==> src/cache_pkg.sv <==
package cache_pkg;

  // Word address split
  localparam int ADR_W      = 21;
  localparam int TAG_W      = 11;
  localparam int INDEX_W    = 8;
  localparam int WSEL_W     = 2;
  localparam int LINE_WORDS = 4;
  localparam int ROWS       = 256;

  typedef struct packed {
    logic [TAG_W-1:0]   tag;
    logic [INDEX_W-1:0] index;
    logic [WSEL_W-1:0]  wsel;
  } cache_addr_t;

  // One cache row, 144 bits
  typedef struct packed {
    logic                              valid;
    logic [LINE_WORDS-1:0]             dirty;
    logic [TAG_W-1:0]                  tag;
    logic [LINE_WORDS-1:0][31:0]       words;
  } cache_row_t;

  // Wishbone classic request
  typedef struct packed {
    logic        cyc;
    logic        stb;
    logic        we;
    cache_addr_t adr;
    logic [3:0]  sel;
    logic [31:0] dat;
  } wb_req_t;

  typedef enum logic [3:0] {
    ST_INIT,
    ST_IDLE,
    ST_LOOKUP,
    ST_HIT,
    ST_DONE,
    ST_MISS,
    ST_FLUSH,
    ST_FILL,
    ST_WRITE_ROW
  } ctrl_state_e;

  typedef enum logic [2:0] {
    OP_NONE,
    OP_LOAD,
    OP_MERGE,
    OP_FILL_WORD,
    OP_CLEAN_WORD,
    OP_INVALIDATE
  } line_op_e;

endpackage

==> src/cache_line_buffer.sv <==
`timescale 1ns/1ps

module cache_line_buffer (
  input  logic                         clk_i,
  input  logic                         rst_i,
  input  cache_pkg::line_op_e          op_i,
  input  logic [cache_pkg::WSEL_W-1:0] word_i,
  input  cache_pkg::cache_row_t        mem_row_i,
  input  logic [3:0]                   sel_i,
  input  logic [31:0]                  wdat_i,
  input  logic [cache_pkg::TAG_W-1:0]  tag_i,
  input  logic [31:0]                  fill_dat_i,
  output cache_pkg::cache_row_t        row_o,
  output logic [31:0]                  rdat_o
);

  import cache_pkg::*;

  cache_row_t row_q;

  always_ff @(posedge clk_i or posedge rst_i) begin
    if (rst_i) begin
      row_q <= '0;
    end else begin
      case (op_i)
        OP_LOAD: begin
          row_q <= mem_row_i;
        end
        OP_MERGE: begin
          // Byte lanes under the select only
          for (int b = 0; b < 4; b++) begin
            if (sel_i[b]) begin
              row_q.words[word_i][8*b +: 8] <= wdat_i[8*b +: 8];
            end
          end
          row_q.dirty[word_i] <= 1'b1;
        end
        OP_FILL_WORD: begin
          row_q.words[word_i] <= fill_dat_i;
          row_q.dirty[word_i] <= 1'b0;
          row_q.valid         <= 1'b1;
          row_q.tag           <= tag_i;
        end
        OP_CLEAN_WORD: begin
          row_q.dirty[word_i] <= 1'b0;
        end
        OP_INVALIDATE: begin
          row_q.valid <= 1'b0;
        end
        default: begin
          row_q <= row_q;
        end
      endcase
    end
  end

  assign row_o  = row_q;
  assign rdat_o = row_q.words[word_i];

endmodule

==> config.mk <==
export PLATFORM = sky130hd
export DESIGN_NAME = cache_line_buffer
export DESIGN_NICKNAME = d
export VERILOG_FILES = /design/src/cache_pkg.sv /design/src/cache_line_buffer.sv
export SDC_FILE = /design/constraint.sdc
export NUM_CORES = 1
export LEC_CHECK = 0
export BUFFER_PORTS_ARGS = -buffer_cell sky130_fd_sc_hd__buf_2
export CAP_MARGIN = 15
export CORE_ASPECT_RATIO = 0.75
export CORE_MARGIN = 3
export CORE_UTILIZATION = 40
export CTS_BUF_LIST = sky130_fd_sc_hd__clkbuf_2 sky130_fd_sc_hd__clkbuf_4 sky130_fd_sc_hd__clkbuf_8
export CTS_CLUSTER_SIZE = 12
export DETAILED_ROUTE_END_ITERATION = 6
export PLACE_DENSITY = 0.75
export SLEW_MARGIN = 20
export SYNTH_ARGS = -nofsm -noshare
export SYNTH_HDL_FRONTEND = slang
export SYNTH_SLANG_ARGS = --single-unit
==> constraint.sdc <==
create_clock -name clk_i -period 6.4 [get_ports clk_i]
set_clock_uncertainty 0.2 [all_clocks]
set_input_delay 0.64 -clock clk_i [delete_from_list [all_inputs] [get_ports clk_i]]
set_output_delay 0.64 -clock clk_i [all_outputs]
set_load 0.01 [all_outputs]
==> metrics.yaml <==
worst_setup_path:
  cp.required_ps: 5560
  critPathLaunchType: "primary input"
  critPathMaxFanout: 119
  cp_slowest_cell: "buf_6"
  crit_path_end_kind: "primary output"
  worstPathCellList: "buf_6 -> buf_12 -> mux4_2 -> buf_2"
  crit_arrival_ps: 2630
  critPathMaxStageDelay_ps: 630
  crit_type: "in2out"
place:
  post_dp_cell_area_um2: 14600
  place_hpwl_um: 32300
  gp_congestion: 0.858
  place_ws_ps: 2840
  io_buffers: 405
grt:
  antenna_found_initial: 8
  grt_max_degree: 120
  grt_use_total_pct: 28.1
  grt_pass1_vias: 13500
  overflow: 0
  grt_pass1_wl_um: 76600
power:
  ir_worst_vdd_mv: 0.120
  p_leak_uw: 0.00681
  power_uw: 3280
  p_per_area_nw_per_um2: 218
cts:
  cts_tree: "done"
  cts.hold.buffers_added: 0
  clock_latency_ps: 470
  cts_resized: 0
  clock-sinks: 144
  clkTransAtPathRegs_ps: 90
  ctsLongestPathBuffers: 2
  cts_buffers: 17
  cts_setup_buffers: 0
  htree_levels: 4
  cts-root-buf: "clkbuf_8"
routing:
  vias: 13800
  drt-vias-per-instance: 6.64
  wire_per_inst_um: 23.7
  ant_nets: 0
  drtIter0Drc: 1532
  drc_errors: 0
  routed_wl_um: 49400
  first_pass_iters: 5
floorplan:
  core_um2: 30800
  start_util_pct: 41.3
  ios: 406
  dieArea_um2: 34000
  row_count: 55
  die_width_um: 212
  die_h_um: 160
layout:
  area_growth_pct: 18.1
  mostFrequentLayoutCells: "buf_2, dfrtp_1, o21ai_0, nand2_1"
  fin_area_um2: 15000
  num-nets-final: 1897
  drive_gt1_share_pct: 32.8
  final_common_cell: "buf_2"
  largest_reg_flops: 144
sta:
  finalCritPeriodShare_pct: 54.2
  worst_pin_slew_ps: 1070
  hold_viol: 0
  slew_headroom_pct: 28.4
  layout_setup_ws_ps: 2930
  setup_viol: 0
  rsz0062_at_grt: "no"
  fin_crit_ps: 3470
  fin_setup_tns_ps: 0
  max_freq_mhz: 289
  drv_slew: 0
yosys:
  netlist.area_leader.share_pct: 28.3
  synth_edf_count: 0
  seq_area_frac_synth_pct: 28.3
  synth_area_um2: 12700
  synth_cell_types: 42
  synthFlopType: "dfrtp_1"
  synth_nets: 1629
  ys_async_sr_fraction_pct: 100
  ys_ff_latch: 144
  syn_inst: 1399
  synth_top_cell_by_area: "dfrtp_1"
  syn_avg_cell_area_um2: 9.09
  synth_area_leaders: "dfrtp_1, mux2i_1, mux4_2"
  yosys_warnings: 0
worst_hold_path:
  hp-class: "in2async"
flow_run:
  cap_violations: 0
status:
  status: "finished, final reports clean"
## stage by stage
stage          cells  util, %  hold slack [ps]
2_1_floorplan   1399        -              316
3_3_place_gp    2047     47.5              259
3_5_place_dp    2047     47.5              266
4_1_cts         2079     48.8              102
5_1_grt         2083     48.8              140
6_report        2083     48.8             82.2
## final cells by class
class	instances	area [um2]
antenna	4	10.0
clock buffer	19	249
clock inverter	13	165
fill	2917	15700
inverter	3	16.3
multi-input combinational	1077	8280
sequential	144	3600
tap	399	499
timing repair buffer	424	2190
## Yosys cell counts (17+ instances only)
cell type / instances
dfrtp_1: 144
o21ai_0: 110
clkbuf_1: 93
nand2_1: 90
a21oi_1: 88
mux2i_1: 88
a221oi_1: 64
nor2_1: 63
nand2b_1: 48
o21ai_1: 48
o211ai_1: 47
nand4bb_1: 45
o311a_1: 45
buf_2: 39
and3_1: 36
a21boi_0: 32
mux4_2: 32
nand4b_1: 32
o211a_1: 32
o21a_1: 32
or4b_1: 32
o211ai_2: 30
o22ai_1: 23
o221a_2: 19
a22oi_1: 17
## final timing paths
kind                              endpoint     startpoint  depth (start not counted)  slack [ps]
worst min-delay path            row_o[121]          rst_i                          2          80
worst min register to register  row_o[136]     row_o[136]                          2         280
max in group asynchronous        row_o[28]          rst_i                          3        4380
worst max register to register   row_o[64]      row_o[64]                          3        4960
min in group clk_i               row_o[49]  mem_row_i[49]                          2         230
worst max-delay path             rdat_o[0]      word_i[0]                          4        2930
## critical path: cells and delay by family
family                 cells  cell delay (ps)
multiplexers               1              570
buffers and inverters      3             1200
## cell families (layout without fill, tap and decap cells)
family | count (synthesis) | after routing | share of synthesized area (%)
buffers and inverters | 178 | 459 | 6.86
AND/OR/NAND/NOR | 365 | 365 | 18.5
flip-flops | 144 | 144 | 28.3
other | 0 | 4 | 0
multiplexers | 120 | 120 | 12.6
AO/OA/AOI/OAI | 592 | 592 | 33.7
## report_power, final
part           switching, uW  total [uW]  internal [uW]  leakage [uW]
Sequential               203        1260           1060       0.00180
Clock                    418         813            395      0.000199
Combinational            653        1200            550       0.00481
Total                   1270        3280           2000       0.00681
## routing by layer
layer / up-vias / share of wire, % / track usage (%)
met5: - / 0.11 / 0
met2: 885 / 48 / 45.4
met4: 8 / 3.0 / 11.3
met3: 104 / 9.2 / 5.55
met1: 6778 / 40 / 37.0
li1: 6062 / - / -
Power figures use the tool's default switching activity.
