`src/cache_pkg.sv`:
```
package cache_pkg;

  // Word address split
  localparam int ADR_W      = 21;
  localparam int TAG_W      = 11;
  localparam int INDEX_W    = 8;
  localparam int WSEL_W     = 2;
  localparam int LINE_WORDS = 4;
  localparam int ROWS       = 256;

  typedef struct packed {
    logic [TAG_W-1:0]   tag;
    logic [INDEX_W-1:0] index;
    logic [WSEL_W-1:0]  wsel;
  } cache_addr_t;

  // One cache row, 144 bits
  typedef struct packed {
    logic                              valid;
    logic [LINE_WORDS-1:0]             dirty;
    logic [TAG_W-1:0]                  tag;
    logic [LINE_WORDS-1:0][31:0]       words;
  } cache_row_t;

  // Wishbone classic request
  typedef struct packed {
    logic        cyc;
    logic        stb;
    logic        we;
    cache_addr_t adr;
    logic [3:0]  sel;
    logic [31:0] dat;
  } wb_req_t;

  typedef enum logic [3:0] {
    ST_INIT,
    ST_IDLE,
    ST_LOOKUP,
    ST_HIT,
    ST_DONE,
    ST_MISS,
    ST_FLUSH,
    ST_FILL,
    ST_WRITE_ROW
  } ctrl_state_e;

  typedef enum logic [2:0] {
    OP_NONE,
    OP_LOAD,
    OP_MERGE,
    OP_FILL_WORD,
    OP_CLEAN_WORD,
    OP_INVALIDATE
  } line_op_e;

endpackage

```
`src/cache_beat_counter.sv`:
```
`timescale 1ns/1ps

module cache_beat_counter (
  input  logic                          clk_i,
  input  logic                          rst_i,
  input  logic                          load_i,
  input  logic [cache_pkg::INDEX_W-1:0] value_i,
  input  logic                          step_i,
  output logic [cache_pkg::INDEX_W-1:0] count_o,
  output logic                          last_o
);

  import cache_pkg::*;

  logic [INDEX_W-1:0] count_q;

  // Reset value starts the INIT sweep at the top row
  always_ff @(posedge clk_i or posedge rst_i) begin
    if (rst_i) begin
      count_q <= INDEX_W'(ROWS - 1);
    end else if (load_i) begin
      count_q <= value_i;
    end else if (step_i) begin
      count_q <= count_q - 1'b1;
    end
  end

  assign count_o = count_q;
  assign last_o  = (count_q == '0);

endmodule

```
`config.mk`:
```
export PLATFORM = sky130hd
export DESIGN_NAME = cache_beat_counter
export DESIGN_NICKNAME = d
export VERILOG_FILES = /design/src/cache_pkg.sv /design/src/cache_beat_counter.sv
export SDC_FILE = /design/constraint.sdc
export NUM_CORES = 1
export LEC_CHECK = 0
export BUFFER_PORTS_ARGS = -buffer_cell sky130_fd_sc_hd__buf_2
export CORE_AREA = 3 3 40 42
export DETAILED_ROUTE_END_ITERATION = 7
export DIE_AREA = 0 0 43 45
export PLACE_DENSITY = 0.72
export SLEW_MARGIN = 20
export SYNTH_ARGS = -nofsm -noshare
export SYNTH_HDL_FRONTEND = slang
export SYNTH_SLANG_ARGS = --single-unit
```
`constraint.sdc`:
```
create_clock -name clk_i -period 2.02 [get_ports clk_i]
set_input_delay 0.101 -clock clk_i [delete_from_list [all_inputs] [get_ports clk_i]]
set_output_delay 0.101 -clock clk_i [all_outputs]
set_load 0.05 [all_outputs]
```
==> metrics.md, run 1 <==
| Metric | Value |
|---|---|
| Status | `complete, no violations` |
| Total grt overflow | `0` |
| DPL Wire Length | `841.9 um` |
| Mapped Cells | `55` |
| IO buf count | `20` |
| Crit path DAT | `1.53 ns` |
| Core footprint | `1285 um2` |
| Layout cells sized above 1 | `42.86%` |
| Pin count of the biggest net entering global routing | `20` |
| Die ar. | `1935 um2` |
| Max cap viols | `0` |
| Post-cts resize count | `0` |
| Psw | `197.8 uW` |
| Final Cycle Share | `80.70%` |
| Area share of fa/ha/maj cells after synthesis | `5.038%` |
| Drt drc | `0` |
| CTS Buf Count | `3` |
| Largest family of logic cells by synthesized area | `simple AND/OR/NAND/NOR gates` |
| #FFs+latches synth | `8` |
| Die Span X | `43 um` |
| Max Root-Sink Buffers | `2` |
| Vias per cell | `5.043` |
| XOR/XNOR Fraction of Synth Area | `7.053%` |
| Post-synth EDFFs | `0` |
| Static leakage | `0.2966 nW` |
| First-pass GRT wire length | `1704 um` |
| Synth unique cells | `24` |
| Post-placement cell count | `89` |
| Final Hold Fails | `0` |
| Iter 0 DRT Violations | `6` |
| Crit path required time | `1.92 ns` |
| Cell Pwr Density | `809.0 nW/um2` |
| Initial antenna violation count | `0` |
| Final Skew | `0.002238 ns` |
| Vias in the first global route | `363` |
| Startpoint Class | `register` |
| Compound-cell area share of the yosys netlist | `12.85%` |
| Total Routing Usage GR | `12.28%` |
| Synth Net Count | `69` |
| Fin. max-slew vios | `0` |
| Post-synth top flop | `dfstp_2` |
| # rows | `13` |
| # setup viols final | `0` |
| H-tree level count | `1` |
| Number of routed nets with antenna violations | `0` |
| Synthesized cell area | `496.7 um2` |
| CTS tree | `done` |
| # clock sinks | `8` |
| Area Overhead vs Synth | `28.46%` |
| Post-Layout Cell Count | `92` |
| Post-route minimum period | `1.630 ns` |
| Cell-internal power | `318.4 uW` |
| Type of the worst setup path | `register to output pin` |
| Diodes inserted | `0` |
| Switching Fraction | `38.32%` |
| Post-CTS setup buffer count | `0` |
| Crit. End Element | `output pin` |
| VDD IR-drop max | `0.3032 mV` |
| Reg2Reg Depth | `3` |
| Final WL | `1093 um` |
| Latest clock arrival within the worst-skew pair | `0.25 ns` |
| Clk slew on worst S/H paths | `0.05 ns` |
| Gp weighted congestion | `0.8087` |
| Crit-path max FO | `7` |
| Top cells by count, synth | `nand2_1, dfstp_2, o21ai_0, inv_1, xnor2_1` |
| Fraction of registers with async set/reset | `100.0%` |
| Fmax | `613.4 MHz` |
| Vias post-DR | `464` |
| Synth top area share | `42.32%` |
| 1st-pass router iterations | `4` |
| Seq pwr share | `42.5%` |
| Synth area leader | `dfstp_2` |
| Final nets | `93` |
| Slew @ Worst Pin | `0.4524 ns` |
| R2R setup slack | `0.49 ns` |
| Mean Syn Cell Area | `9.031 um2` |
| Most common cell in the netlist | `nand2_1` |
| Clk pwr share | `23.0%` |
| Fin area | `638.1 um2` |
| Slew HR | `69.77%` |
| DP Area | `615.6 um2` |
| RSZ-0062 raised after global routing | `false` |
| Logic pwr share | `34.5%` |
| Setup TNS | `0 ns` |
| Part of the Yosys area used for sequential elements | `42.32%` |
| Mux contribution to synthesized area | `0%` |
| Yosys warns | `0` |
| Ports | `21` |
| Worst hold path type | `input pin to asynchronous set/reset pin` |
| Total power | `516.3 uW` |
| Simple-Gate Fraction of Synth Area | `27.46%` |
| Drt wl/cell | `11.88 um` |
| CTS Root Cell | `clkbuf_4` |
| Post-CTS Hold Fix Bufs | `0` |
| Largest cells by area after synthesis | `dfstp_2, nand2_1, o21ai_0` |
| Starting Density | `38.66%` |
| Flip-flop count of the largest register after layout | `8` |
| Die Y-Extent | `45 um` |
==> worst max-delay path, stage by stage, from the launching register on <==
cell	delay, ns
dfstp_2	0.39
nor4_1	0.29
buf_4	0.17
and4_1	0.17
buf_2	0.25
==> per-layer routing <==
layer / GRT usage [%] / vias up / share of wire (%)
met1: 14.39 / 202 / 43
li1: - / 240 / -
met3: 5.179 / 2 / 7.3
met5: 0 / - / 0
met4: 7.229 / 0 / 1.5
met2: 18.86 / 20 / 48
==> metrics by stage <==
step	hold slack (ns)	setup slack, ns	utilization [%]
after floorplan	0.1436	0.4328	-
after global placement	0.3104	0.5322	47.91
after detailed placement	0.3185	0.4982	47.91
after CTS	0.04687	0.3756	49.66
after global routing	0.05710	0.2762	49.66
final	0.04429	0.3898	49.66
==> logic make-up (layout without fill, tap and decap cells) <==
family	Yosys count	count (layout)
buffers and inverters	7	29
xor gates and xnor gates	4	4
and+or+nand+nor	24	24
AOI/OAI and AO/OA	10	10
DFF	8	8
adders and majority gates	2	2
==> final cells by class <==
cell class	instances	area [um2]
fill	133	646.9
multi-input combinational	40	260.3
sequential	8	210.2
timing repair buffer	21	107.6
clock buffer	3	22.52
inverter	5	18.77
tap	15	18.77
==> final timing paths <==
kind,from,end
setup reg to reg,count_o[2],count_o[6]
hold / removal,rst_i,count_o[0]
max in group asynchronous,rst_i,count_o[3]
setup / recovery,count_o[2],last_o
hold reg to reg,count_o[4],count_o[4]
min in group clk_i,value_i[2],count_o[2]
==> power groups by stage <==
stage	registers (mW)	clock network (mW)	logic [mW]
2_1_floorplan	0.288	0	0.0625
4_1_cts	0.219	0.125	0.180
3_3_place_gp	0.219	0	0.177
3_5_place_dp	0.221	0	0.179
5_1_grt	0.223	0.139	0.192
6_report	0.219	0.119	0.178
==> cells in the final DEF (no fill, tap or decap), types with 2 or more instances in the layout <==
cell type	netlist	final
buf_2	0	20
a311o_1	2	2
ha_1	2	2
nor2_1	2	2
xnor2_1	3	3
o21ai_0	6	6
inv_1	5	5
clkbuf_4	0	3
or4_1	2	2
nand2_1	9	9
dfstp_2	8	8
Note: power is estimated with default switching activity, not from simulation.
==> run 2, diff against run 1 <==
==> constraint.sdc (replaced) <==
create_clock -name clk_i -period 1.7 [get_ports clk_i]
set_input_delay 0.085 -clock clk_i [delete_from_list [all_inputs] [get_ports clk_i]]
set_output_delay 0.085 -clock clk_i [all_outputs]
set_load 0.05 [all_outputs]
==> run 2 against run 1 <==
Net effect: design area grew 0.98%; die area is the same; critical endpoint unchanged; combinational power grew 19%; largest power group unchanged; total power grew 19%; highest routed layer is now met3; non-clock buffer count is the same; sequential share of layout area shrank 0.32 points.
==> metrics.md, run 2 (synthesis gave the netlist of run 1 again) <==
| Metric | Value |
|---|---|
| Initial antenna violation count | `0` |
| First-pass GRT wire length | `1600 um` |
| Post-CTS Hold Fix Bufs | `0` |
| Final Hold Fails | `0` |
| Iter 0 DRT Violations | `13` |
| Final Skew | `0.002059 ns` |
| Final Core Density | `50.15%` |
| Vias per cell | `5.000` |
| Cell Pwr Density | `952.4 nW/um2` |
| # clock sinks | `8` |
| Gp weighted congestion | `0.8185` |
| Vias in the first global route | `381` |
| CTS Root Cell | `clkbuf_4` |
| Core footprint | `1285 um2` |
| 1st-pass router iterations | `2` |
| # rows | `13` |
| Worst R2R End | `count_o[6]` |
| Worst hold margin | `0.02179 ns` |
| Commonest non-fill, non-tap cell in the layout | `buf_2` |
| Pin count of the biggest net entering global routing | `20` |
| R2r startpoint | `count_o[2]` |
| Crit path DAT | `1.49 ns` |
| Total grt overflow | `0` |
| IO buf count | `20` |
| Seq pwr share | `42.7%` |
| Logic pwr share | `34.6%` |
| Final nets | `93` |
| Status | `complete, no violations` |
| Total Routing Usage GR | `11.27%` |
| Layout cells sized above 1 | `44.16%` |
| R2R setup slack | `0.18 ns` |
| Die Span X | `43 um` |
| Multi-input gate area | `266.5 um2` |
| Static leakage | `0.2972 nW` |
| Post-placement cell count | `89` |
| Slew @ Worst Pin | `0.4750 ns` |
| Fmax | `634.0 MHz` |
| Fin area | `644.4 um2` |
| Crit. End Element | `output pin` |
| CTS tree | `done` |
| H-tree level count | `1` |
| Final WL | `1078 um` |
| Final Cycle Share | `92.78%` |
| Reg2Reg Depth | `3` |
| Post-CTS setup buffer count | `0` |
| Top routing layer in use | `met3` |
| Latest clock arrival within the worst-skew pair | `0.25 ns` |
| Number of routed nets with antenna violations | `0` |
| Type of the worst setup path | `register to output pin` |
| Diodes inserted | `0` |
| Drt drc | `0` |
| Clk pwr share | `22.7%` |
| Crit-path max FO | `7` |
| Area Overhead vs Synth | `29.72%` |
| Psw | `234.5 uW` |
| Slew HR | `68.26%` |
| Cell-internal power | `379.2 uW` |
| Setup TNS | `0 ns` |
| VDD IR-drop max | `0.5875 mV` |
| CTS Buf Count | `3` |
| Worst hold path type | `input pin to asynchronous set/reset pin` |
| DPL Wire Length | `838 um` |
| Clk slew on worst S/H paths | `0.05 ns` |
| Crit path required time | `1.62 ns` |
| Vias post-DR | `460` |
| # fillers | `129` |
| Switching Fraction | `38.21%` |
| DP Area | `615.6 um2` |
| Ports | `21` |
| Post-route minimum period | `1.577 ns` |
| Max cap viols | `0` |
| # setup viols final | `0` |
| Max Root-Sink Buffers | `2` |
| Most frequent cells in the layout | `buf_2, nand2_1, dfstp_2` |
| Die ar. | `1935 um2` |
| RSZ-0062 raised after global routing | `false` |
| Drt wl/cell | `11.72 um` |
| WL met1 | `476 um` |
| Met3 wire length | `86 um` |
| Startpoint Class | `register` |
| Fin. max-slew vios | `0` |
| Reg area | `210.2 um2` |
| Flip-flop count of the largest register after layout | `8` |
| Die Y-Extent | `45 um` |
| Starting Density | `38.66%` |
| Met2 wire length | `515 um` |
| Post-Layout Cell Count | `92` |
run 2: power by group through the flow:
stage	sequential, mW	combinational (mW)	clock [mW]
5_1_grt	0.266	0.232	0.155
3_3_place_gp	0.260	0.211	0
3_5_place_dp	0.262	0.212	0
6_report	0.262	0.212	0.139
2_1_floorplan	0.342	0.0742	0
4_1_cts	0.259	0.213	0.147
run 2: how the worst max path moves through the flow:
stage,from,end,slack [ns],depth (start not counted)
after floorplan,count_o[2],count_o[6],0.11,3
after detailed placement,count_o[2],count_o[6],0.19,3
after global placement,count_o[2],count_o[6],0.21,3
after CTS,count_o[2],last_o,0.06,3
after global routing,count_o[2],last_o,0.06,3
final,count_o[2],last_o,0.12,3
run 2: final cells by class:
cell class / instances / area share, %
clock buffer: 3 / 3.495
inverter: 5 / 2.913
multi-input combinational: 40 / 41.36
sequential: 8 / 32.62
tap: 15 / 2.913
timing repair buffer: 21 / 16.70
run 2: metrics by stage:
| step | setup slack, ns | total power [mW] |
|---|---|---|
| floorplan | 0.1132 | 0.4166 |
| global placement | 0.2108 | 0.4705 |
| detailed placement | 0.1874 | 0.4746 |
| CTS | 0.05706 | 0.6192 |
| global route | 0.05582 | 0.6535 |
| finish | 0.1227 | 0.6137 |
run 2: timing repair:
item	in CTS	in global routing
hold endpoints to repair	0	0
endpoints found under the setup margin	0	1
resized for setup	0	1
run 2: critical path, cell delays in order, from the launching register on:
cell     delay (ns)
dfstp_2        0.40
nor4_2         0.37
and4_1         0.22
buf_2          0.25
run 2: layer usage:
| metal | global-route usage [%] | vias up |
|---|---|---|
| met5 | 0 | - |
| met4 | 5.422 | 0 |
| met3 | 4.382 | 0 |
| met2 | 18.56 | 18 |
| met1 | 12.90 | 202 |
| li1 | - | 240 |
==> run 3, diff against run 2 <==
--- a/config.mk
+++ b/config.mk
@@ -6,10 +6,12 @@
 export NUM_CORES = 1
 export LEC_CHECK = 0
 export BUFFER_PORTS_ARGS = -buffer_cell sky130_fd_sc_hd__buf_2
-export CORE_AREA = 3 3 40 42
+export CELL_PAD_IN_SITES_DETAIL_PLACEMENT = 1
+export CELL_PAD_IN_SITES_GLOBAL_PLACEMENT = 2
+export CORE_MARGIN = 3
+export CORE_UTILIZATION = 25
 export DETAILED_ROUTE_END_ITERATION = 7
-export DIE_AREA = 0 0 43 45
-export PLACE_DENSITY = 0.72
+export PLACE_DENSITY_LB_ADDON = 0.15
 export SLEW_MARGIN = 20
 export SYNTH_ARGS = -nofsm -noshare
 export SYNTH_HDL_FRONTEND = slang
==> run 3 against run 2 <==
Net effect: clock-buffer cell count is the same; via count up 3.9%; total power up 1.3%; clock power grew 6%; register-to-register slack hardly changed; critical path type unchanged; highest routed layer is now met4.
==> metrics.md, run 3 (synthesis gave the netlist of run 1 again) <==
| Metric | Value |
|---|---|
| Iter 0 DRT Violations | `12` |
| # setup viols final | `0` |
| Slew HR | `77.53%` |
| Worst hold path type | `input pin to asynchronous set/reset pin` |
| Crit. End Element | `output pin` |
| Final Skew | `0.002410 ns` |
| Die Span X | `50.58 um` |
| First-pass GRT wire length | `2076 um` |
| Delay-heaviest family, CP | `simple AND/OR/NAND/NOR gates` |
| Max cap viols | `0` |
| H-tree level count | `1` |
| Final Hold Fails | `0` |
| Diodes inserted | `0` |
| CTS Buf Count | `3` |
| DP Area | `635.6 um2` |
| Slew @ Worst Pin | `0.3324 ns` |
| Most frequent cells in the layout | `buf_2, nand2_1, dfstp_2` |
| Initial antenna violation count | `0` |
| Max Root-Sink Buffers | `2` |
| Static leakage | `0.3018 nW` |
| Final WL | `1233 um` |
| Layout cells sized above 1 | `43.59%` |
| Vias per cell | `4.641` |
| Final Cycle Share | `94.65%` |
| CP peak stage delay | `0.40 ns` |
| # clock sinks | `8` |
| Core footprint | `1802 um2` |
| Clk slew on worst S/H paths | `0.06 ns` |
| Cell Pwr Density | `944.3 nW/um2` |
| Crit path cell chain | `nor4_1 > buf_4 > and4_1 > buf_2` |
| Fin. max-slew vios | `0` |
| RSZ-0062 raised after global routing | `false` |
| Post-cts resize count | `0` |
| Total power | `621.5 uW` |
| Vias in the first global route | `443` |
| Final setup margin | `0.09091 ns` |
| Total grt overflow | `0` |
| Die ar. | `2558 um2` |
| Gp weighted congestion | `0.6909` |
| Area Overhead vs Synth | `32.49%` |
| Post-CTS Hold Fix Bufs | `0` |
| Die Y-Extent | `50.58 um` |
| Crit-path max FO | `7` |
| VDD IR-drop max | `0.3510 mV` |
| Status | `complete, no violations` |
| Worst hold margin | `0.03448 ns` |
| Setup TNS | `0 ns` |
| Commonest non-fill, non-tap cell in the layout | `buf_2` |
| DPL Wire Length | `942.7 um` |
| Post-place setup slack | `0.1840 ns` |
| Crit path DAT | `1.52 ns` |
| Crit-path slowest cell | `dfstp_2` |
| Type of the worst setup path | `register to output pin` |
| Startpoint Class | `register` |
| Ports | `21` |
| CTS tree | `done` |
| Flip-flop count of the largest register after layout | `8` |
| CP Buf/Inv Count | `2` |
| Total Routing Usage GR | `10.71%` |
| Crit path required time | `1.62 ns` |
| Number of routed nets with antenna violations | `0` |
| Fin area | `658.1 um2` |
| 1st-pass router iterations | `3` |
| IO buf count | `20` |
| Fmax | `621.5 MHz` |
| CTS Root Cell | `clkbuf_4` |
| Post-route minimum period | `1.609 ns` |
| Final nets | `94` |
| Pin count of the biggest net entering global routing | `20` |
| # rows | `15` |
| Vias post-DR | `478` |
| Latest clock arrival within the worst-skew pair | `0.25 ns` |
| Starting Density | `27.57%` |
| Drt drc | `0` |
| # fillers | `229` |
| Drt wl/cell | `11.97 um` |
| Post-CTS setup buffer count | `0` |
-- run 3: per-layer routing --
layer	global-route usage [%]	up-vias	wire [um]
met4	4.036	0	12
met2	15.87	12	544
met1	14.47	220	614
met5	0	-	0
met3	3.264	2	62
li1	-	244	-
-- run 3: power breakdown --
| part | total [mW] | internal [mW] | switching, mW |
|---|---|---|---|
| registers | 0.260 | 0.231 | 0.0293 |
| clock network | 0.147 | 0.0809 | 0.0657 |
| logic | 0.214 | 0.0690 | 0.145 |
-- run 3: worst paths after layout --
check | from | endpoint | slack, ns | cells after the start
worst max-delay path | count_o[2] | last_o | 0.09 | 4
worst min-delay path | rst_i | count_o[2] | 0.03 | 2
worst max register to register | count_o[2] | count_o[6] | 0.18 | 3
worst min register to register | count_o[1] | count_o[1] | 0.60 | 2
max in group asynchronous | rst_i | count_o[7] | 1.64 | 2
min in group clk_i | value_i[2] | count_o[2] | 0.04 | 3
-- run 3: final cells by class --
cell class	count	area [um2]	area share [%]
flip-flops and latches	8	210.2	31.94
repair buffers	22	115.1	17.49
well taps	25	31.28	4.753
inverters	5	18.77	2.852
clock buffers	3	22.52	3.422
multi-input cells	40	260.3	39.54
-- run 3: per-stage QoR --
step / utilization [%] / instances
3_5_place_dp: 35.28 / 100
6_report: 36.53 / 103
4_1_cts: 36.53 / 103
3_3_place_gp: 35.28 / 100
2_1_floorplan: - / 55
5_1_grt: 36.53 / 103
