**src/cache_pkg.sv**
```systemverilog
package cache_pkg;

  // Word address split
  localparam int ADR_W      = 21;
  localparam int TAG_W      = 11;
  localparam int INDEX_W    = 8;
  localparam int WSEL_W     = 2;
  localparam int LINE_WORDS = 4;
  localparam int ROWS       = 256;

  typedef struct packed {
    logic [TAG_W-1:0]   tag;
    logic [INDEX_W-1:0] index;
    logic [WSEL_W-1:0]  wsel;
  } cache_addr_t;

  // One cache row, 144 bits
  typedef struct packed {
    logic                              valid;
    logic [LINE_WORDS-1:0]             dirty;
    logic [TAG_W-1:0]                  tag;
    logic [LINE_WORDS-1:0][31:0]       words;
  } cache_row_t;

  // Wishbone classic request
  typedef struct packed {
    logic        cyc;
    logic        stb;
    logic        we;
    cache_addr_t adr;
    logic [3:0]  sel;
    logic [31:0] dat;
  } wb_req_t;

  typedef enum logic [3:0] {
    ST_INIT,
    ST_IDLE,
    ST_LOOKUP,
    ST_HIT,
    ST_DONE,
    ST_MISS,
    ST_FLUSH,
    ST_FILL,
    ST_WRITE_ROW
  } ctrl_state_e;

  typedef enum logic [2:0] {
    OP_NONE,
    OP_LOAD,
    OP_MERGE,
    OP_FILL_WORD,
    OP_CLEAN_WORD,
    OP_INVALIDATE
  } line_op_e;

endpackage

```
**src/cache_ctrl.sv**
```systemverilog
`timescale 1ns/1ps

module cache_ctrl (
  input  logic                          clk_i,
  input  logic                          rst_i,
  input  logic                          s_cyc_i,
  input  logic                          s_stb_i,
  input  logic                          s_we_i,
  input  cache_pkg::cache_addr_t        s_adr_i,
  input  logic                          m_ack_i,
  input  cache_pkg::cache_row_t         row_i,
  input  logic [cache_pkg::INDEX_W-1:0] cnt_i,
  input  logic                          cnt_last_i,
  output cache_pkg::wb_req_t            m_req_o,
  output logic                          s_ack_o,
  output logic [1:0]                    cache_status_o,
  output logic [cache_pkg::INDEX_W-1:0] mem_index_o,
  output logic                          mem_we_o,
  output cache_pkg::line_op_e           line_op_o,
  output logic [cache_pkg::WSEL_W-1:0]  line_word_o,
  output logic                          cnt_load_o,
  output logic [cache_pkg::INDEX_W-1:0] cnt_value_o,
  output logic                          cnt_step_o
);

  import cache_pkg::*;

  ctrl_state_e        state_q, state_d;
  cache_addr_t        req_q;
  logic               we_q;
  logic               loaded_q;
  logic               gap_q;
  logic               hit;
  logic               beat_done;
  logic [WSEL_W-1:0]  beat_word;

  // Count runs 3..0, words go 0..3
  assign beat_word = WSEL_W'(LINE_WORDS - 1) - cnt_i[WSEL_W-1:0];
  assign hit = row_i.valid && (row_i.tag == req_q.tag);

  assign cnt_value_o    = INDEX_W'(LINE_WORDS - 1);
  assign cache_status_o = {state_q == ST_HIT, state_q == ST_MISS};

  always_comb begin
    case (state_q)
      ST_INIT: mem_index_o = cnt_i;
      ST_IDLE: mem_index_o = s_adr_i.index;
      default: mem_index_o = req_q.index;
    endcase
  end

  always_ff @(posedge clk_i or posedge rst_i) begin
    if (rst_i) begin
      state_q  <= ST_INIT;
      req_q    <= '0;
      we_q     <= 1'b0;
      loaded_q <= 1'b0;
      gap_q    <= 1'b0;
    end else begin
      state_q <= state_d;
      // One idle cycle on the master bus after every ack
      gap_q   <= m_req_o.cyc && m_ack_i;
      if (state_q == ST_IDLE && s_cyc_i && s_stb_i) begin
        req_q <= s_adr_i;
        we_q  <= s_we_i;
      end
      // First LOOKUP cycle loads the buffer, the second compares
      if (state_q == ST_LOOKUP) begin
        loaded_q <= !loaded_q;
      end
    end
  end

  always_comb begin
    state_d     = state_q;
    m_req_o     = '0;
    m_req_o.sel = 4'hf;
    s_ack_o     = 1'b0;
    mem_we_o    = 1'b0;
    line_op_o   = OP_NONE;
    line_word_o = req_q.wsel;
    cnt_load_o  = 1'b0;
    cnt_step_o  = 1'b0;
    beat_done   = 1'b0;

    case (state_q)
      ST_INIT: begin
        mem_we_o   = 1'b1;
        line_op_o  = OP_INVALIDATE;
        cnt_step_o = 1'b1;
        if (cnt_last_i) begin
          state_d = ST_IDLE;
        end
      end
      ST_IDLE: begin
        if (s_cyc_i && s_stb_i) begin
          state_d = ST_LOOKUP;
        end
      end
      ST_LOOKUP: begin
        if (!loaded_q) begin
          line_op_o = OP_LOAD;
        end else if (hit) begin
          state_d = ST_HIT;
        end else begin
          state_d = ST_MISS;
        end
      end
      ST_HIT: begin
        s_ack_o = 1'b1;
        if (we_q) begin
          line_op_o = OP_MERGE;
        end
        state_d = ST_DONE;
      end
      ST_DONE: begin
        mem_we_o = we_q;
        state_d  = ST_IDLE;
      end
      ST_MISS: begin
        cnt_load_o = 1'b1;
        if (row_i.valid && (|row_i.dirty)) begin
          state_d = ST_FLUSH;
        end else begin
          state_d = ST_FILL;
        end
      end
      ST_FLUSH: begin
        line_word_o = beat_word;
        if (!gap_q) begin
          if (row_i.dirty[beat_word]) begin
            // Victim address comes from the stored tag
            m_req_o.cyc       = 1'b1;
            m_req_o.stb       = 1'b1;
            m_req_o.we        = 1'b1;
            m_req_o.adr.tag   = row_i.tag;
            m_req_o.adr.index = req_q.index;
            m_req_o.adr.wsel  = beat_word;
            m_req_o.dat       = row_i.words[beat_word];
            if (m_ack_i) begin
              line_op_o = OP_CLEAN_WORD;
              beat_done = 1'b1;
            end
          end else begin
            // Clean word, no bus cycle
            beat_done = 1'b1;
          end
        end
        if (beat_done) begin
          if (cnt_last_i) begin
            cnt_load_o = 1'b1;
            state_d    = ST_FILL;
          end else begin
            cnt_step_o = 1'b1;
          end
        end
      end
      ST_FILL: begin
        line_word_o = beat_word;
        if (!gap_q) begin
          m_req_o.cyc       = 1'b1;
          m_req_o.stb       = 1'b1;
          m_req_o.adr.tag   = req_q.tag;
          m_req_o.adr.index = req_q.index;
          m_req_o.adr.wsel  = beat_word;
          if (m_ack_i) begin
            line_op_o  = OP_FILL_WORD;
            cnt_step_o = !cnt_last_i;
            if (cnt_last_i) begin
              state_d = ST_WRITE_ROW;
            end
          end
        end
      end
      ST_WRITE_ROW: begin
        mem_we_o = 1'b1;
        state_d  = ST_LOOKUP;
      end
      default: begin
        state_d = ST_IDLE;
      end
    endcase
  end

endmodule

```
**config.mk**
```make
export PLATFORM = sky130hd
export DESIGN_NAME = cache_ctrl
export DESIGN_NICKNAME = d
export VERILOG_FILES = /design/src/cache_pkg.sv /design/src/cache_ctrl.sv
export SDC_FILE = /design/constraint.sdc
export NUM_CORES = 1
export LEC_CHECK = 0
export ABC_AREA = 1
export BUFFER_PORTS_ARGS = -buffer_cell sky130_fd_sc_hd__buf_4
export CAP_MARGIN = 25
export CORE_AREA = 2 2 103 105
export DETAILED_ROUTE_END_ITERATION = 8
export DIE_AREA = 0 0 105 107
export PLACE_DENSITY_LB_ADDON = 0.2
export SYNTH_ARGS = -nofsm -noshare
export SYNTH_HDL_FRONTEND = slang
export SYNTH_SLANG_ARGS = --single-unit
```
**constraint.sdc**
```tcl
create_clock -name clk_i -period 2.2 [get_ports clk_i]
set_clock_uncertainty 0.1 [all_clocks]
set_input_delay 0.44 -clock clk_i [delete_from_list [all_inputs] [get_ports clk_i]]
set_output_delay 0.44 -clock clk_i [all_outputs]
set_load 0.005 [all_outputs]
```
==> flow_summary.yaml, run 1 <==
sta:
  max_freq_mhz: 427
  setup_viol: 59
  worstMarginPinSlew_ns: 0.520
  period_share: 1.07
  slew_violations: 0
  finalHoldViolCount: 0
  rsz0062_at_grt: "yes"
  max_slew_margin: 0.653
  period_needed_ns: 2.34
  setup_ws_ns: -0.143
final_layout:
  regArea_um2: 703
  nets: 1018
  multi_input_area_um2: 2420
  drive_gt1_frac: 0.458
  antenna_cells: 0
  finish.utilization: 0.592
  area_growth_pct: 79.2
  num-fill-cells: 971
logic_synthesis:
  synth.area.top_cells: "dfrtp_1 (21%), nor2_1 (16%), o21ai_0 (13%)"
  ys_ff_latch: 28
  synth_edf_count: 0
  async_reset_ff_frac: 1.00
  syn_inst: 577
  yosys_warnings: 0
  yosysSeqAreaShare: 0.210
  syn_area_um2: 3340
  synth.distinct_cells: 30
  yosys.area.top_type_share: 0.210
  avgSynthCellArea_um2: 5.78
  yosysTopAreaCell: "dfrtp_1"
  ys.flop_type: "dfrtp_1"
worst_setup_path:
  r2r_end: "state_q[0]"
  end_kind: "output pin"
  rr_worst_depth: 11
  arrival_ns: 1.80
  crit_fanout: 10
  r2r_start: "state_q[2]"
  worstSetupEndpoint: "m_req_o[36]"
  cp_data_required_time_ns: 1.66
  start_kind: "flip-flop"
  r2r_slack_ns: 0.47
  crit_start: "state_q[3]"
  critical_path_class: "reg -> out"
global_route:
  grt_pass1_wl_um: 22300
  grt_pass1_vias: 4574
  grt_max_degree: 65
  overflow: 0
  track_usage: 0.243
  antenna_found_initial: 0
clocking:
  cts_buffers: 3
  clkTransAtPathRegs_ns: 0.10
  clock_latency_ns: 0.27
  cts_tree: "done"
  cts_max_path_buffers: 2
  clock-root-buffer: "clkbuf_8"
  cts_max_level: 1
  holdBufCountCts: 0
  cts.sinks: 28
status:
  violations: "negative setup slack"
  status: "finished with violations"
placement:
  gp_congestion: 0.942
  port-buffer-count: 254
  preCtsSetupSlack_ns: 0.0362
  dpl.hpwl_um: 10900
power_and_ir_drop:
  powerDensity_nw_per_um2: 699
  max-vdd-ir-drop_v: 0.000670
  cellLeakagePower_nw: 3.04
floorplan:
  dieWidth_um: 105
  dieArea_um2: 11200
  rows: 37
  boundaryPins: 267
  core_region_area_um2: 10100
  die_y_um: 107
  start_util: 0.331
route:
  vias_per_cell: 4.87
  remaining_drc_errors: 0
  vias: 4739
  drtIter0Drc: 302
  finalWirelength_um: 14500
  wire_per_inst_um: 14.9
  drt_first_pass_iters: 5
  ant_nets: 0
hold_path:
  hold_path_class: "in -> async"
run:
  maxCapViolCount: 0
-- synthesized netlist by cell type (5+ instances only) --
library cell / count
inv_1: 57
clkbuf_1: 10
buf_4: 17
o21ai_0: 88
dfrtp_1: 28
a21oi_1: 34
buf_6: 5
nand3_1: 17
nand2_1: 104
nor2_4: 14
o211ai_1: 7
o22ai_1: 13
buf_2: 11
nor2_1: 143
-- power breakdown --
part | leakage (nW) | internal [mW] | switching (mW)
sequential | 0.343 | 0.758 | 0.148
combinational | 2.66 | 1.34 | 1.52
clock | 0.0357 | 0.244 | 0.165
total | 3.04 | 2.34 | 1.84
-- timing repair --
action	CTS	global route
pin swaps	2	3
endpoints found under the setup margin	66	71
gates resized for setup	52	35
cloned	4	0
buffers inserted	9	9
hold endpoints to repair	0	0
-- critical path: stages, from the launching register on --
cell and delay (ns):
dfrtp_1 0.45, nor2_4 0.18, buf_12 0.13, nand2_8 0.05, nor2_8 0.12, nand2_8 0.13
inv_6 0.08, nor2_4 0.04, buf_12 0.15, nor2_4 0.08, buf_4 0.11
-- stage by stage --
| step | hold slack, ns | power [mW] | setup TNS (ns) | std cells | instance area [µm²] |
|---|---|---|---|---|---|
| 6_report | 0.124 | 4.18 | -5.10 | 973 | 5980 |
| 5_1_grt | 0.153 | 4.53 | -10.97 | 973 | 5980 |
| 4_1_cts | 0.130 | 4.03 | -5.56 | 966 | 5760 |
| 3_5_place_dp | 0.387 | 3.40 | 0 | 949 | 5330 |
| 3_3_place_gp | 0.384 | 3.36 | 0 | 949 | 5330 |
| 2_1_floorplan | 0.343 | 2.31 | 0 | 587 | 3370 |
-- state kept, by name (all words and copies together) (netlist names) --
name and flops:
gap_q 1, loaded_q 1, req_q 21, state_q 4, we_q 1
-- logic make-up (layout without fill, tap and decap cells) --
family | after synthesis | after routing | share of synthesized area
and+or+nand+nor | 293 | 293 | 0.392
buffers and inverters | 108 | 358 | 0.162
other | 2 | 12 | 0.00225
AOI/OAI and AO/OA | 146 | 146 | 0.233
DFF | 28 | 28 | 0.210
-- cell usage in the layout, fill, tap and decap left out --
cell type	synthesis	routed
buf_4	17	268
nor2_1	143	141
nand2_1	104	102
o21ai_0	88	86
inv_1	57	54
a21oi_2	1	26
dfrtp_1	28	26
nor2_4	14	16
nand3_1	17	16
buf_6	5	15
conb_1	2	12
o22ai_2	0	11
o211ai_1	7	7
a21oi_4	0	7
inv_2	4	6
nand2_2	4	6
buf_12	1	5
nand3_2	2	3
clkbuf_8	0	3
buf_16	0	3
nor2_2	2	2
o22ai_1	13	2
nand2_8	1	2
a21oi_1	34	2
o221ai_1	2	2
clkinvlp_4	0	2
nand4_1	2	2
dfrtp_2	0	2
nand2_4	2	1
nor2_8	1	1
nor3_1	1	1
o21ai_4	0	1
o21ai_2	0	1
inv_6	1	1
a21boi_0	1	1
bufinv_16	0	1
-- layer usage --
| layer | up-vias | wire length (µm) | track usage |
|---|---|---|---|
| met5 | - | 0 | 0 |
| met4 | 0 | 456 | 0.0790 |
| met3 | 39 | 1120 | 0.0511 |
| met2 | 195 | 7510 | 0.452 |
| met1 | 2168 | 5440 | 0.276 |
| li1 | 2337 | - | - |
-- how the worst min path moves through the flow --
stage	depth (start not counted)	startpoint	slack, ns	to
floorplan	2	req_q[1]	0.34	req_q[1]
global placement	2	req_q[1]	0.38	req_q[1]
detailed placement	2	loaded_q	0.39	loaded_q
CTS	3	rst_i	0.13	req_q[15]
global route	3	rst_i	0.15	req_q[15]
finish	3	rst_i	0.12	req_q[15]
-- layout make-up --
| class | count | share of cell area |
|---|---|---|
| clock buffer | 3 | 0.00691 |
| clock inverter | 1 | 0.00502 |
| inverter | 62 | 0.0404 |
| multi-input combinational | 451 | 0.405 |
| sequential | 28 | 0.118 |
| tap | 136 | 0.0285 |
| timing repair buffer | 291 | 0.395 |
| timing repair inverter | 1 | 0.00126 |
(Power assumes the default switching activity.)
==> run 2: changes to the inputs <==
--- a/config.mk
+++ b/config.mk
@@ -12,6 +12,8 @@
 export DETAILED_ROUTE_END_ITERATION = 8
 export DIE_AREA = 0 0 105 107
 export PLACE_DENSITY_LB_ADDON = 0.2
+export REMOVE_ABC_BUFFERS = 1
+export SLEW_MARGIN = 15
 export SYNTH_ARGS = -nofsm -noshare
 export SYNTH_HDL_FRONTEND = slang
 export SYNTH_SLANG_ARGS = --single-unit
==> flow_summary.yaml, run 2 (same netlist as run 1, synthesis figures left out) <==
status:
  status: "finished with violations"
  violations: "negative setup slack"
route:
  finalWirelength_um: 15000
  vias_per_cell: 4.89
  remaining_drc_errors: 0
  drtIter0Drc: 303
  vias: 4752
  drt_first_pass_iters: 5
  ant_nets: 0
  wire_per_inst_um: 15.4
floorplan:
  dieWidth_um: 105
  core_region_area_um2: 10100
  boundaryPins: 267
  dieArea_um2: 11200
  start_util: 0.331
  rows: 37
  die_y_um: 107
sta:
  setup_viol: 56
  max_freq_mhz: 424
  slew_violations: 0
  whs_ns: 0.133
  period_share: 1.07
  setup_ws_ns: -0.158
  max_slew_margin: 0.673
  finalHoldViolCount: 0
  period_needed_ns: 2.36
  rsz0062_at_grt: "yes"
  worstMarginPinSlew_ns: 0.485
worst_setup_path:
  crit_start: "state_q[3]"
  crit_fanout: 12
  critPathMostFrequentCell: "nor2_4"
  max_stage_delay_ns: 0.48
  r2r_start: "state_q[2]"
  end_kind: "output pin"
  r2r_slack_ns: 0.42
  critical_path_class: "reg -> out"
  cp_data_required_time_ns: 1.66
  arrival_ns: 1.82
  start_kind: "flip-flop"
  path_cells: "nor2_4 > nand2_2 > nor2_4 > inv_1 > o22ai_1 > buf_4"
  crit_path_top_delay_cell: "dfrtp_2"
  r2r_end: "req_q[19]"
  rr_worst_depth: 8
power_and_ir_drop:
  powerDensity_nw_per_um2: 690
  cellLeakagePower_nw: 3.00
  max-vdd-ir-drop_v: 0.000533
clocking:
  holdBufCountCts: 0
  clock_latency_ns: 0.27
  cts_tree: "done"
  cts.sinks: 28
  cts_buffers: 3
  cts_max_level: 1
  cts_max_path_buffers: 2
  clock-root-buffer: "clkbuf_8"
  clkTransAtPathRegs_ns: 0.10
hold_path:
  hold_path_class: "in -> async"
final_layout:
  largest_reg_flops: 21
  mostFrequentLayoutCells: "buf_4 (266), nor2_1 (140), nand2_1 (104)"
  final_cells: 972
  finish.utilization: 0.580
  area_growth_pct: 75.4
  nets: 1016
  top_regs: "req_q x21, state_q x4"
  largest-register: "req_q"
  drive_gt1_frac: 0.442
  num-fill-cells: 986
  layout_commonest_cell: "buf_4"
  fin_area_um2: 5850
global_route:
  grt_pass1_vias: 4475
  grt_max_degree: 67
  overflow: 0
  track_usage: 0.249
  grt_pass1_wl_um: 22700
  antenna_found_initial: 1
placement:
  dp_cells: 950
  port-buffer-count: 254
  gp_congestion: 0.916
  dpl.hpwl_um: 11300
  placed_cell_area_um2: 5340
run:
  maxCapViolCount: 0
[run 2: cell type report]
cell class	count	area (µm²)	share of cell area
Antenna cell	1	2.50	0.000428
Timing Repair Buffer	288	2310	0.396
Clock buffer	4	55.1	0.00941
Sequential cell	28	704	0.120
Multi-Input combinational cell	453	2360	0.404
Inverter	62	238	0.0406
Tap cell	136	170	0.0291
[run 2: worst max path at each step]
stage	to	slack [ns]	cells after the start
detailed placement	m_req_o[58]	0.05	11
global placement	m_req_o[59]	0.07	11
CTS	m_req_o[47]	-0.09	7
global route	m_req_o[55]	-0.24	6
finish	m_req_o[55]	-0.16	6
floorplan	m_req_o[58]	-0.28	8
[run 2: critical path: cells and delay by family (launching register included)]
family	cells	cell delay (ns)
AO/OA/AOI/OAI	1	0.29
buffers and inverters	2	0.38
flip-flops	1	0.48
AND/OR/NAND/NOR	3	0.39
[run 2: routing by layer]
metal	GRT usage	up-vias	share of wire
met4	0.0743	0	0.033
met2	0.438	253	0.48
met5	0	-	0
met3	0.0383	29	0.079
met1	0.313	2138	0.41
li1	-	2332	-
[run 2: stage by stage]
step	worst slack [ns]	power [mW]	TNS [ns]
after detailed placement	0.0474	3.42	0
after floorplan	-0.281	2.19	-2.56
final	-0.158	4.03	-4.89
after CTS	-0.0911	3.88	-2.43
after global routing	-0.243	4.40	-9.71
after global placement	0.0720	3.37	0
[run 2: report_power, final]
group	leakage [nW]	switching (mW)	internal, mW
combinational	2.63	1.50	1.32
sequential	0.341	0.136	0.759
clock	0.0288	0.163	0.160
[run 2: what timing repair did]
item	4_1_cts	5_1_grt
buffers inserted	10	4
pin swaps	5	2
endpoints found under the setup margin	67	71
hold endpoints to repair	0	0
gates resized for setup	44	30
cloned	1	4
==> run 3: changes to the inputs <==
--- a/config.mk
+++ b/config.mk
@@ -6,8 +6,7 @@
 export NUM_CORES = 1
 export LEC_CHECK = 0
 export ABC_AREA = 1
-export BUFFER_PORTS_ARGS = -buffer_cell sky130_fd_sc_hd__buf_4
-export CAP_MARGIN = 25
+export BUFFER_PORTS_ARGS = -buffer_cell sky130_fd_sc_hd__buf_2
 export CORE_AREA = 2 2 103 105
 export DETAILED_ROUTE_END_ITERATION = 8
 export DIE_AREA = 0 0 105 107
==> constraint.sdc (replaced) <==
create_clock -name clk_i -period 2.2 [get_ports clk_i]
set_clock_uncertainty 0.1 [all_clocks]
set_input_delay 0.33 -clock clk_i [delete_from_list [all_inputs] [get_ports clk_i]]
set_output_delay 0.33 -clock clk_i [all_outputs]
set_load 0.005 [all_outputs]
==> flow_summary.yaml, run 3 (same netlist as run 1, synthesis figures left out) <==
status:
  status: "finished with violations"
  violations: "negative hold slack, negative setup slack"
route:
  finalWirelength_um: 14300
  ant_nets: 0
  drt_first_pass_iters: 6
  vias: 4709
  drtIter0Drc: 376
  remaining_drc_errors: 0
  wire_per_inst_um: 14.7
  vias_per_cell: 4.86
clocking:
  clock_latency_ns: 0.28
  cts_max_level: 1
  cts_max_path_buffers: 2
  holdBufCountCts: 0
  cts_tree: "done"
  cts.sinks: 28
  clock-root-buffer: "clkbuf_8"
  clkTransAtPathRegs_ns: 0.11
  cts_buffers: 3
power_and_ir_drop:
  powerDensity_nw_per_um2: 734
  cellLeakagePower_nw: 2.82
  max-vdd-ir-drop_v: 0.000484
worst_setup_path:
  critPathMostFrequentCell: "nor2_4"
  max_stage_delay_ns: 0.45
  crit_path_top_delay_cell: "dfrtp_1"
  r2r_slack_ns: 0.50
  crit_fanout: 6
  critical_path_class: "reg -> out"
  r2r_end: "req_q[10]"
  crit_start: "state_q[3]"
  r2r_start: "state_q[1]"
  path_buf_inv: 2
  start_kind: "flip-flop"
  path_cells: "nor2_4 > nand2_4 > nor2_4 > clkinvlp_4 > o22ai_2 > buf_2"
  arrival_ns: 1.83
  crit_family: "simple AND/OR/NAND/NOR gates"
  end_kind: "output pin"
  rr_worst_depth: 6
  cp_data_required_time_ns: 1.77
final_layout:
  final_cells: 968
  mostFrequentLayoutCells: "buf_2 (254), nor2_1 (141), nand2_1 (104)"
  area_growth_pct: 53.1
  top_regs: "req_q x21, state_q x4"
  fin_area_um2: 5110
  layout_commonest_cell: "buf_2"
  largest_reg_flops: 21
  drive_gt1_frac: 0.442
  largest-register: "req_q"
  nets: 1011
sta:
  max_freq_mhz: 442
  slew_violations: 0
  period_share: 1.03
  setup_ws_ns: -0.0625
  whs_ns: -0.00234
  rsz0062_at_grt: "yes"
  period_needed_ns: 2.26
  setup_tns_ns: -0.579
  finalHoldViolCount: 3
  setup_viol: 20
run:
  maxCapViolCount: 0
placement:
  dpl.hpwl_um: 10600
  dp_cells: 946
  placed_cell_area_um2: 4660
  gp_congestion: 0.959
  port-buffer-count: 254
global_route:
  grt_pass1_wl_um: 22100
  antenna_found_initial: 2
  overflow: 0
  track_usage: 0.243
  grt_max_degree: 67
  grt_pass1_vias: 4509
floorplan:
  core_region_area_um2: 10100
  rows: 37
  boundaryPins: 267
  dieArea_um2: 11200
  die_y_um: 107
  start_util: 0.331
  dieWidth_um: 105
hold_path:
  hold_path_class: "in -> async"
==> run 3: cell count changes in the layout (fill, tap and decap cells not counted), sizes merged <==
cell,change
clkbuf,-2
bufinv,+1
diode,+1
clkinvlp,+2
inv,-1
buf,-5
==> run 3: layout make-up <==
cell class,instances,area [µm²]
Antenna cell,2,5.00
Clock buffer,3,41.3
Clock inverter,1,30.0
Fill cell,1078,4990
Inverter,62,244
Multi-Input combinational cell,453,2340
Sequential cell,28,703
Tap cell,136,170
Timing Repair Buffer,282,1560
Timing Repair inverter,1,7.51
==> run 3: worst reg2reg max path: stages (launching register included) <==
cell and delay, ns:
dfrtp_2 0.46, nor2_1 0.23, nand2_1 0.18, nor2_4 0.28, buf_12 0.21, nand2_1 0.08
o21ai_0 0.07
==> run 3: report_power, final <==
group          internal (mW)  switching, mW
Sequential             0.758          0.133
Combinational          0.981           1.46
Clock                  0.244          0.172
==> run 3: repair_timing <==
action,in CTS,in global routing
gates cloned,2,2
pin swaps,7,4
buffers inserted,8,5
setup endpoints to repair,53,65
gates resized for setup,12,48
hold endpoints to repair,0,0
==> run 3: how the worst max path moves through the flow <==
| stage | end | slack (ns) | cells past startpoint |
|---|---|---|---|
| 4_1_cts | m_req_o[53] | -0.05 | 7 |
| 3_3_place_gp | m_req_o[46] | 0.24 | 6 |
| 2_1_floorplan | m_req_o[58] | -0.06 | 8 |
| 5_1_grt | m_req_o[51] | -0.15 | 7 |
| 6_report | m_req_o[51] | -0.06 | 6 |
| 3_5_place_dp | m_req_o[52] | 0.22 | 6 |
==> run 3: stage by stage <==
stage	total power, mW	utilization	worst slack, ns
6_report	3.75	0.506	-0.0625
4_1_cts	3.68	0.481	-0.0548
2_1_floorplan	2.19	-	-0.0606
3_3_place_gp	3.10	0.462	0.235
5_1_grt	4.11	0.506	-0.147
3_5_place_dp	3.13	0.462	0.217
==> run 3: per-layer routing <==
layer / routed length [µm] / GRT usage / share of wire
met5: 0 / 0 / 0
met1: 5890 / 0.304 / 0.41
met3: 1070 / 0.0383 / 0.075
met4: 382 / 0.0743 / 0.027
met2: 6920 / 0.427 / 0.48
